[config.mk]
export PLATFORM = sky130hd
export DESIGN_NAME = nimplus_top
export DESIGN_NICKNAME = d
export VERILOG_FILES = /design/src/verilog/nimplus_pkg.sv /design/src/verilog/nimplus_top.sv /design/src/verilog/clock_rate_monitor.sv /design/src/verilog/output_router.sv /design/src/verilog/register_map.sv
export VERILOG_INCLUDE_DIRS = /design/src /design/src/include
export SDC_FILE = /design/constraint.sdc
export NUM_CORES = 2
export LEC_CHECK = 0
export ABC_AREA = 0
export BUFFER_PORTS_ARGS = -buffer_cell sky130_fd_sc_hd__buf_2
export CORE_UTILIZATION = 50
export CTS_BUF_LIST = sky130_fd_sc_hd__clkbuf_4
export CTS_CLUSTER_SIZE = 40
export DETAILED_ROUTE_END_ITERATION = 6
export PLACE_DENSITY = 0.67
export SYNTH_ARGS = -nofsm -noshare
export SYNTH_HDL_FRONTEND = slang
export SYNTH_SLANG_ARGS = --single-unit
[constraint.sdc]
create_clock -name clk_160 -period 6 [get_ports clk_160]
set_clock_uncertainty 0.05 [all_clocks]
set_input_delay 0.9 -clock clk_160 [delete_from_list [all_inputs] [get_ports clk_160]]
set_output_delay 0.9 -clock clk_160 [all_outputs]
set_load 0.05 [all_outputs]
[src/include/nimplus_defines.svh]
`ifndef NIMPLUS_DEFINES_SVH
`define NIMPLUS_DEFINES_SVH

// Router dimensions
`define NUM_SOURCES     30  // 8 NIM, 4 LVDS, 8+8 RJ45, 2 SMA
`define SEL_W           8   // Selection field, 30 and up select zero
`define NUM_ROUTES      30  // 4 NIM, 12+12 RJ45, 2 SMA
`define NUM_NIM_OUT     4   // Routes 0-3 drive the NIM outputs, invertible

// Clock rate monitor
`define NUM_TEST_CLKS   4
`define COUNT_W         32
`define DEFAULT_WINDOW  320 // clk_160 cycles, 2 us

// Register bus
`define REG_W           64
`define ADDR_W          8

// Register indices
`define REG_WINDOW      30  // Monitor window length
`define REG_COUNT_BASE  31  // Read-only counts 31-34
`define NUM_REGS        35

`endif
[src/verilog/nimplus_pkg.sv]
`include "nimplus_defines.svh"

package nimplus_pkg;

   // Output mux setting, one per routed output
   typedef struct packed {
      logic [`REG_W-`SEL_W-2:0] padding;
      logic                     invert;     // Used on NIM outputs only
      logic [`SEL_W-1:0]        selection;  // Source index
   } mux_param_t;

   // Clock monitor window setting
   typedef struct packed {
      logic [`REG_W-`COUNT_W-1:0] padding;
      logic [`COUNT_W-1:0]        length;   // In clk_160 cycles
   } window_param_t;

   // Stored word, meaning depends on its index
   typedef union packed {
      logic [`REG_W-1:0] raw;
      mux_param_t        mux;              // Indices 0-29
      window_param_t     win;              // Index 30
   } reg_word_u;

   // Strobe bus from the Ethernet side
   typedef struct packed {
      logic               wren;             // One-cycle write strobe
      logic               rden;             // One-cycle read strobe
      logic [`ADDR_W-1:0] addr;             // Register index
      logic [`REG_W-1:0]  data;             // Write data
   } bus_req_t;

   typedef struct packed {
      logic              wrack;             // One cycle after wren
      logic              rdack;             // One cycle after rden
      logic [`REG_W-1:0] data;              // Valid with rdack
   } bus_rsp_t;

   // Front panel inputs, LSB first flattening gives the source index
   typedef struct packed {
      logic [1:0] sma_in;                   // Sources 28-29
      logic [7:0] rj45_in_2;                // Sources 20-27
      logic [7:0] rj45_in_1;                // Sources 12-19
      logic [3:0] lvds_in;                  // Sources 8-11
      logic [7:0] nim_in;                   // Sources 0-7
   } route_src_t;

   // Routed outputs, bit i is route i
   typedef struct packed {
      logic [1:0]  sma_out;                 // Routes 28-29
      logic [11:0] rj45_out_2;              // Routes 16-27
      logic [11:0] rj45_out_1;              // Routes 4-15
      logic [3:0]  nim_out;                 // Routes 0-3
   } route_dst_t;

   typedef mux_param_t [`NUM_ROUTES-1:0] route_cfg_t;
   typedef logic [`NUM_TEST_CLKS-1:0][`COUNT_W-1:0] clk_counts_t;

endpackage

[src/verilog/nimplus_top.sv]
`include "nimplus_defines.svh"

module nimplus_top
   import nimplus_pkg::*;
(
   input  logic                      clk_160,   // System clock, single domain
   input  logic                      reset,     // Synchronous, active high
   input  bus_req_t                  bus_req,   // Register bus from Ethernet side
   output bus_rsp_t                  bus_rsp,
   input  route_src_t                src,       // NIM, LVDS, RJ45 and SMA inputs
   input  logic [`NUM_TEST_CLKS-1:0] test_clk,  // Clocks under measurement
   output route_dst_t                dst        // NIM, RJ45 and SMA outputs
);

   route_cfg_t          route_cfg;  // Mux settings
   logic [`COUNT_W-1:0] window;     // Monitor window length
   clk_counts_t         counts;     // Measured edge counts

   // Settings storage and bus readback
   register_map u_register_map
   (
      .clk_160   (clk_160),
      .reset     (reset),
      .bus_req   (bus_req),
      .bus_rsp   (bus_rsp),
      .counts    (counts),
      .route_cfg (route_cfg),
      .window    (window)
   );

   // Front panel crossbar
   output_router u_output_router
   (
      .clk_160   (clk_160),
      .reset     (reset),
      .src       (src),
      .route_cfg (route_cfg),
      .dst       (dst)
   );

   // Test clock rate counters
   clock_rate_monitor u_clock_rate_monitor
   (
      .clk_160   (clk_160),
      .reset     (reset),
      .test_clk  (test_clk),
      .window    (window),
      .counts    (counts)
   );

endmodule

[src/verilog/clock_rate_monitor.sv]
`include "nimplus_defines.svh"

module clock_rate_monitor
   import nimplus_pkg::*;
(
   input  logic                      clk_160,
   input  logic                      reset,
   input  logic [`NUM_TEST_CLKS-1:0] test_clk,  // Sampled, not used as clocks
   input  logic [`COUNT_W-1:0]       window,    // Window length in cycles
   output clk_counts_t               counts     // Edges in the last full window
);

   localparam int N  = `NUM_TEST_CLKS;
   localparam int CW = `COUNT_W;

   logic [N-1:0]  sync_a;      // First synchronizer stage
   logic [N-1:0]  sync_b;      // Second synchronizer stage
   logic [N-1:0]  sync_prev;   // Previous synchronized level
   logic [N-1:0]  rise;        // Rising edge seen this cycle
   logic [CW-1:0] cnt [N];     // Running edge counters
   logic [CW-1:0] timer;       // Shared window timer
   logic [CW-1:0] timer_inc;
   logic          expire;      // Last cycle of the window

   assign rise      = sync_b & ~sync_prev;
   assign timer_inc = timer + 1'b1;
   assign expire    = timer_inc >= window;  // Also catches a window shrunk mid-count

   // Two-flop synchronizer plus edge detect flop
   always_ff @(posedge clk_160)
   begin
      if (reset)
      begin
         sync_a    <= '0;
         sync_b    <= '0;
         sync_prev <= '0;
      end
      else
      begin
         sync_a    <= test_clk;
         sync_b    <= sync_a;
         sync_prev <= sync_b;
      end
   end

   // Window timer, wraps every window cycles
   always_ff @(posedge clk_160)
   begin
      if (reset || expire)
      begin
         timer <= '0;
      end
      else
      begin
         timer <= timer_inc;
      end
   end

   // Edge counters, latched and cleared at window end
   always_ff @(posedge clk_160)
   begin
      for (int k = 0; k < N; k++)
      begin
         if (reset)
         begin
            cnt[k]    <= '0;
            counts[k] <= '0;
         end
         else if (expire)
         begin
            counts[k] <= cnt[k] + CW'(rise[k]);  // Include an edge on the last cycle
            cnt[k]    <= '0;
         end
         else
         begin
            cnt[k] <= cnt[k] + CW'(rise[k]);
         end
      end
   end

endmodule

[src/verilog/output_router.sv]
`include "nimplus_defines.svh"

module output_router
   import nimplus_pkg::*;
(
   input  logic       clk_160,
   input  logic       reset,
   input  route_src_t src,       // Front panel inputs
   input  route_cfg_t route_cfg, // Per-route selection and invert
   output route_dst_t dst        // Registered outputs
);

   localparam int SW        = `SEL_W;
   localparam int SRC_IDX_W = $clog2(`NUM_SOURCES);

   localparam logic [SW-1:0] SEL_END = SW'(`NUM_SOURCES);  // First out-of-range selection

   logic [`NUM_SOURCES-1:0] src_vec;     // Flat source vector
   logic [`NUM_ROUTES-1:0]  route_bits;  // Selected bit per route

   assign src_vec = src;                 // Struct order already matches source index

   // One bit per route from the source vector
   always_comb
   begin
      for (int r = 0; r < `NUM_ROUTES; r++)
      begin
         if (route_cfg[r].selection < SEL_END)
         begin
            route_bits[r] = src_vec[route_cfg[r].selection[SRC_IDX_W-1:0]];
         end
         else
         begin
            route_bits[r] = 1'b0;        // Out of range gives constant zero
         end
         if (r < `NUM_NIM_OUT)
         begin
            route_bits[r] = route_bits[r] ^ route_cfg[r].invert;  // NIM polarity
         end
      end
   end

   // Single output register stage
   always_ff @(posedge clk_160)
   begin
      if (reset)
      begin
         dst <= '0;
      end
      else
      begin
         dst <= route_dst_t'(route_bits);
      end
   end

endmodule

[src/verilog/register_map.sv]
`include "nimplus_defines.svh"

module register_map
   import nimplus_pkg::*;
(
   input  logic                clk_160,
   input  logic                reset,
   input  bus_req_t            bus_req,   // Strobe bus request
   output bus_rsp_t            bus_rsp,   // Acks and read data
   input  clk_counts_t         counts,    // Latest monitor counts
   output route_cfg_t          route_cfg, // Mux settings to the router
   output logic [`COUNT_W-1:0] window     // Monitor window length
);

   localparam int AW         = `ADDR_W;
   localparam int DW         = `REG_W;
   localparam int NUM_STORED = `REG_COUNT_BASE;     // Indices 0-30 are writable
   localparam int IDX_W      = $clog2(NUM_STORED);
   localparam int CNT_IDX_W  = $clog2(`NUM_TEST_CLKS);

   localparam logic [AW-1:0] MUX_END  = AW'(`NUM_ROUTES);
   localparam logic [AW-1:0] WIN_ADDR = AW'(`REG_WINDOW);
   localparam logic [AW-1:0] CNT_BASE = AW'(`REG_COUNT_BASE);
   localparam logic [AW-1:0] REG_END  = AW'(`NUM_REGS);

   reg_word_u         regs [NUM_STORED];            // Settings storage
   logic [IDX_W-1:0]  idx;                          // Storage index
   logic [AW-1:0]     cnt_off;                      // Offset into the counts
   mux_param_t        rd_mux;                       // Mux word, padding cleared
   logic [DW-1:0]     rd_data;                      // Readback mux output
   logic              wrack_q;
   logic              rdack_q;
   logic [DW-1:0]     rd_q;

   // Power-up value of each stored word
   function automatic reg_word_u default_word(int i);
      reg_word_u w;
      w.raw = '0;                                   // Mux settings start cleared
      if (i == `REG_WINDOW)
      begin
         w.win.length = `DEFAULT_WINDOW;
      end
      return w;
   endfunction

   assign idx     = bus_req.addr[IDX_W-1:0];
   assign cnt_off = bus_req.addr - CNT_BASE;

   // Settings writes, count indices are dropped
   always_ff @(posedge clk_160)
   begin
      if (reset)
      begin
         for (int i = 0; i < NUM_STORED; i++)
         begin
            regs[i] <= default_word(i);
         end
      end
      else if (bus_req.wren && bus_req.addr < CNT_BASE)
      begin
         regs[idx].raw <= bus_req.data;
      end
   end

   // Readback selection for the current read index
   always_comb
   begin
      rd_mux         = regs[idx].mux;
      rd_mux.padding = '0;                          // Only invert and selection read back
      if (bus_req.addr < MUX_END)
      begin
         rd_data = rd_mux;
      end
      else if (bus_req.addr == WIN_ADDR)
      begin
         rd_data = DW'(window);
      end
      else if (bus_req.addr >= CNT_BASE && bus_req.addr < REG_END)
      begin
         rd_data = DW'(counts[cnt_off[CNT_IDX_W-1:0]]);  // Zero extended count
      end
      else
      begin
         rd_data = '0;                              // Unmapped index
      end
   end

   // Acks follow their strobe by one cycle
   always_ff @(posedge clk_160)
   begin
      if (reset)
      begin
         wrack_q <= 1'b0;
         rdack_q <= 1'b0;
      end
      else
      begin
         wrack_q <= bus_req.wren;                   // Also for ignored writes
         rdack_q <= bus_req.rden;
      end
   end

   // Read data captured on each strobe, so back-to-back reads pipeline
   always_ff @(posedge clk_160)
   begin
      if (bus_req.rden)
      begin
         rd_q <= rd_data;
      end
   end

   assign bus_rsp = '{wrack: wrack_q, rdack: rdack_q, data: rd_q};

   // Same storage read as route settings and as the window
   always_comb
   begin
      for (int r = 0; r < `NUM_ROUTES; r++)
      begin
         route_cfg[r] = regs[r].mux;
      end
   end

   assign window = regs[`REG_WINDOW].win.length;

endmodule

# [After elaboration in Yosys (flattened, before gate mapping)]
# Memories as Yosys holds them, arrays and structs flattened.
# Index checks and enable logic that the tools add are counted.
[classes] addsub=6 multipliers=0 div_mod_pow=0 magnitude_cmp=66 n_eq_ne=1 shift=0 muxes=92 bitwise_logic=40 n_reduce_logical=31
[ops] cell="$mux 32" count=12
[ops] cell="$lt 8x5->1 const B" count=32
[ops] cell="$lt 5x6->1 const B" count=30
[ops] cell="$bmux 1 s5" count=30
[ops] cell="$add 32x1->32" count=4
[ops] cell="$bmux 32 s2" count=1
[ops] cell="$mux 64" count=1
[ops] cell="$reduce_or 64->1" count=1
[ops] cell="$reduce_or 2->1" count=27
[ops] cell="$mux 1" count=46
[ops] cell="$add 32x1->32 const B" count=1
[ops] cell="$ge 32x32->1" count=1
[ops] cell="$not 1->1" count=26
[ops] cell="$mux 9" count=1
[ops] cell="$eq 8x5->1 const B" count=1
[ops] cell="$ge 8x5->1 const B" count=1
[ops] cell="$lt 8x6->1 const B" count=1
[ops] cell="$or 1x1->1" count=8
[ops] cell="$mux 5" count=1
[ops] cell="$and 4x4->4" count=1
[ops] cell="$not 4->4" count=1
[ops] cell="$xor 1x1->1" count=4
[ops] cell="$lt 2x3->1 const B" count=1
[ops] cell="$logic_and 1x1->1" count=2
[ops] cell="2 further kinds" count=2
[totals] regBits=268 latchBits=0 ramBits=2112 mem_bits_ro=0 input_bits=110 output_inout_bits=96 word_cells=278 n_memories=2
[mem_list] name="u_register_map.regs" words=31 width=64 rd=32 rd_ports_with_merged_regs=0 write_ports=31 line_no="register_map.sv:26" text="reg_word_u regs [NUM_STORED];"
[mem_list] name="u_clock_rate_monitor.cnt" words=4 width=32 rd=4 rd_ports_with_merged_regs=0 write_ports=4 line_no="clock_rate_monitor.sv:20" text="logic [CW-1:0] cnt [N];"

# [Longest topological paths before layout]
[depth] word_depth=7 ltp_mapped=16 depth_no_buf=13

# [Modules after synthesis]
# From an unflattened synthesis, not the netlist that was laid out.
[unflattened] hier_cells=6939 area_unflattened_um2=100700.3
[by_module_without_submodules] mod="register_map" n_inst=1 cells_each=4893 area_per_inst_um2=78335.1 seq_area_each_um2=59857.4
[by_module_without_submodules] mod="clock_rate_monitor" n_inst=1 cells_each=1345 area_per_inst_um2=13693.1 seq_area_each_um2=7287.0
[by_module_without_submodules] mod="output_router" n_inst=1 cells_each=701 area_per_inst_um2=8672.1 seq_area_each_um2=600.6

# [Worst setup path before layout]
# No wires, ideal clock.
[synth_path] path_type="reg-to-reg" startpoint="register u_clock_rate_monitor.timer[0]" endpoint="memory u_clock_rate_monitor.cnt[3][12] (netlist name) (data pin)" setup_ps=140 arrival_ps=3508 t_required_ps=5810 slack_ps=2302 stages_incl_launch_ff=17 path_buffers=3 period_less_slack_ps=3698 cell_sequence="dfxtp_1 ha_1 and4_1 nor3b_2 and4_1 nor3b_1 xnor2_1 ha_1 a21oi_1 nand2_1 a221o_1 a211oi_1 buf_2 nand3_2 buf_6 buf_6 nor2_1"
[synth_lines] item="from (decl)" line_no="clock_rate_monitor.sv:21" text="logic [CW-1:0] timer;"
[synth_lines] item="from (signal assigned)" line_no="clock_rate_monitor.sv:55" text="timer <= timer_inc;"
[synth_lines] item="to (decl)" line_no="clock_rate_monitor.sv:20"

==> reports/metrics.csv <==
metric,value,unit
Post-route DRC,3,
"critical path, cell by cell","ha_1, and4_1, nor3b_2, buf_4, and4_1, nor3b_1, xnor2_1, ha_1, nand4_1, inv_1, a221o_1, a211oi_2, buf_4, nand3_4, buf_12, nor2_1",
complex-gate fraction of the synthesized area,4.998,%
"FFs w/ async S/R, synth",0,%
"CP delay by family, top",simple AND/OR/NAND/NOR gates,
CP Max Fanout,47,
Slew headroom,15.62,%
Synth-to-Final Area Change,10.61,%
proportion of synthesized area in mux cells,23.40,%
Num CTS Buffers,179,
RSZ-0062 raised after global routing,no,
critical path class,flop to flop,
starting density of the core,50.76,%
H-tree levels,4,
Post-Synth Simple-Gate Area,15.32,%
DP HPWL,72.74,mm
GPL Wtd Cong,0.9161,
Std-Cell Rows,101,
final hold viol count,0,
Clock Latency Late Sink,1.05,ns
Post-Synth Adder-Cell Area,1.456,%
TNS Setup,0,ns
CP Capture Type,flop,
die height,280.1,um
Initial DRT Pass Iterations,7,
Post-Synthesis Cells,3059,
total power,10.91,mW
Total GRT Usage,29.83,%
number of global-route vias before repair,28410,
startpoint types,flop,
Clock transition at path regs,0.07,ns
vias,28390,
status,"complete, but fails checks",
TritonCTS clock tree,yes,
ys flop type,edfxtp_1,
Max VDD drop,0.0001449,V
Hold WS,0.1180,ns
antenna-violating nets left,0,
Total Nets Final,3431,
DR iter-0 viols,3825,
max-cap violations,0,
violated checks,design-rule violations,
grt ovf,0,
biggest area consumer among synthesized cells,edfxtp_1,
Max Slew Vio Count,0,
register area share after synthesis,47.05,%
"flops & latches, synth",674,
Max clock buf depth,3,
Post-Synthesis Cell Area,0.03868,mm^2
post-synth top area share,36.49,%
Ys Warns,0,
clk sink count,674,
CP max stage delay,0.49,ns
Area contributors post-synth,"edfxtp_1 36%, mux4_2 22%, dfxtp_1 11%, and2_1 5.1%, nor2_1 2.6%",
die width,280.1,um
pin count of the biggest net entering global routing,129,
largest family of logic cells by synthesized area,multiplexers,
root buffer cell,clkbuf_4,
library cells used by synthesis,58,
"Buf+Inv Stages, Crit Path",4,
port buffer count,141,
"Period Utilization, post-route",78.80,%
initial antenna violation count,7,
"Core Util, Final",56.14,%
"Arr. time, crit path",5.55,ns
Tmin final,4.728,ns
vias per cell,6.364,
first-pass GRT wire length,173.2,mm
PwrDens,255.1,mW/mm^2
number of synthesized flops with an enable pin,470,
worst hold path type,input pin to flop,
Slowest cell on crit path,nand3_4,
Std-Cell Core Area,0.07620,mm^2
XOR/XNOR Fraction of Synth Area,3.487,%
P_leak,15.34,nW
Max Fclk,211.5,MHz
die area,0.07847,mm^2
WL/cell,26.16,um
Post-Route WL,116.7,mm
layout cells sized above 1,26.08,%
Critical Path RT,6.82,ns
setup violators final,0,
synthesized area per cell,12.64,um^2
I/O Pins,206,
Slew @ Worst Pin,1.253,ns
final timing paths:
kind / startpoint / end / slack, ns / cells past startpoint
min: bus_req[30] / u_register_map.regs[30][30]$_SDFFCE_PN0P_ / 0.12 / 2
max: u_clock_rate_monitor.timer[0]$_SDFF_PN0_ / u_clock_rate_monitor.cnt[0][24]$_SDFFCE_PN0P_ / 1.27 / 16
min reg2reg: u_clock_rate_monitor.sync_a[2]$_SDFF_PP0_ / u_clock_rate_monitor.sync_b[2]$_SDFF_PP0_ / 0.39 / 1
max reg2reg: u_clock_rate_monitor.timer[0]$_SDFF_PN0_ / u_clock_rate_monitor.cnt[0][24]$_SDFFCE_PN0P_ / 1.27 / 16
worst register-to-register path: stages (launching register included):
cell      delay [ns]
dfxtp_1         0.42
ha_1            0.24
and4_1          0.27
nor3b_2         0.19
buf_4           0.17
and4_1          0.27
nor3b_1         0.25
xnor2_1         0.17
ha_1            0.29
nand4_1         0.17
inv_1           0.07
a221o_1         0.40
a211oi_2        0.24
buf_4           0.28
nand3_4         0.50
buf_12          0.44
nor2_1          0.17
metrics by stage:
| step | std cells | area (um^2) | setup WS (ns) |
|---|---|---|---|
| floorplan | 3225 | 39300 | 2.302 |
| global placement | 4120 | 40320 | 1.422 |
| detailed placement | 4120 | 40320 | 1.317 |
| CTS | 4457 | 42770 | 1.245 |
| global route | 4459 | 42780 | 0.9164 |
| finish | 4461 | 42780 | 1.272 |
power breakdown:
part	switching, mW	internal [mW]	total, mW
logic	0.749	0.560	1.31
clock network	1.99	2.23	4.22
registers	0.218	5.16	5.38
layer usage:
layer | up-vias | share of wire, % | global-route usage (%)
li1 | 12010 | - | -
met1 | 13950 | 37 | 39.26
met2 | 2034 | 45 | 45.17
met3 | 386 | 13 | 9.002
met4 | 10 | 4.5 | 14.24
met5 | - | 0.055 | 0
layout by cell type (no fill, tap or decap), types with 42 or more instances in the layout:
cell type and n:
nand3_1 72, nor2b_1 54, xnor2_1 82, nor2_1 267, mux4_2 370, xor2_1 72, ha_1 45, inv_1 50
clkbuf_4 274, buf_2 138, mux2i_1 66, o21ai_0 42, and2_1 314, dfxtp_1 204, a22oi_1 53, nand2_1 77
nor3_1 143, a211oi_1 120, nand4_1 44, conb_1 168, edfxtp_1 470
sequential cells by signal (all words and copies together), names as in the netlist:
name	cells
u_clock_rate_monitor.counts	128
u_output_router.dst	30
u_register_map.rdack_q	1
u_clock_rate_monitor.sync_a	4
u_clock_rate_monitor.cnt	128
u_clock_rate_monitor.sync_prev	4
u_clock_rate_monitor.sync_b	4
u_clock_rate_monitor.timer	32
u_register_map.regs	310
u_register_map.wrack_q	1
u_register_map.rd_q	32
Yosys cell counts (7+ instances only):
master,n
clkbuf_1,228
nand2b_1,8
xnor2_1,82
nor2_1,268
a21oi_1,30
xor2_1,72
a22oi_1,53
ha_1,45
inv_1,50
and2_1,314
or4_1,26
a211oi_1,121
buf_2,36
o2111ai_1,8
nand4_1,44
and4_1,14
mux4_2,370
buf_4,36
buf_1,9
o21ai_0,42
nand2_1,78
or2_2,7
buf_6,11
nor3_1,144
dfxtp_1,204
edfxtp_1,470
mux2i_1,66
nand3_1,72
nor2b_1,54
and3_1,30
cell type report:
class / instances / area [um^2]
inverter: 50 / 187.7
sequential: 674 / 18200
clock inverter: 59 / 356.6
multi-input combinational: 2181 / 19530
fill: 6301 / 33420
clock buffer: 274 / 2057
antenna: 3 / 7.507
tap: 1030 / 1289
timing repair buffer: 190 / 1159
kinds of logic after synthesis:
group,Yosys count
DFF,674
AOI/OAI and AO/OA,280
xor gates and xnor gates,154
other,2
muxes,441
buffers and inverters,370
and+or+nand+nor,1093
adders and majority gates,45
timing repair:
item / in CTS / in global routing
resized for setup: 0 / 0
hold buffers: 4 / 0
endpoints found under the hold margin: 4 / 0
buffers inserted: 0 / 0
Power figures use the tool's default switching activity.
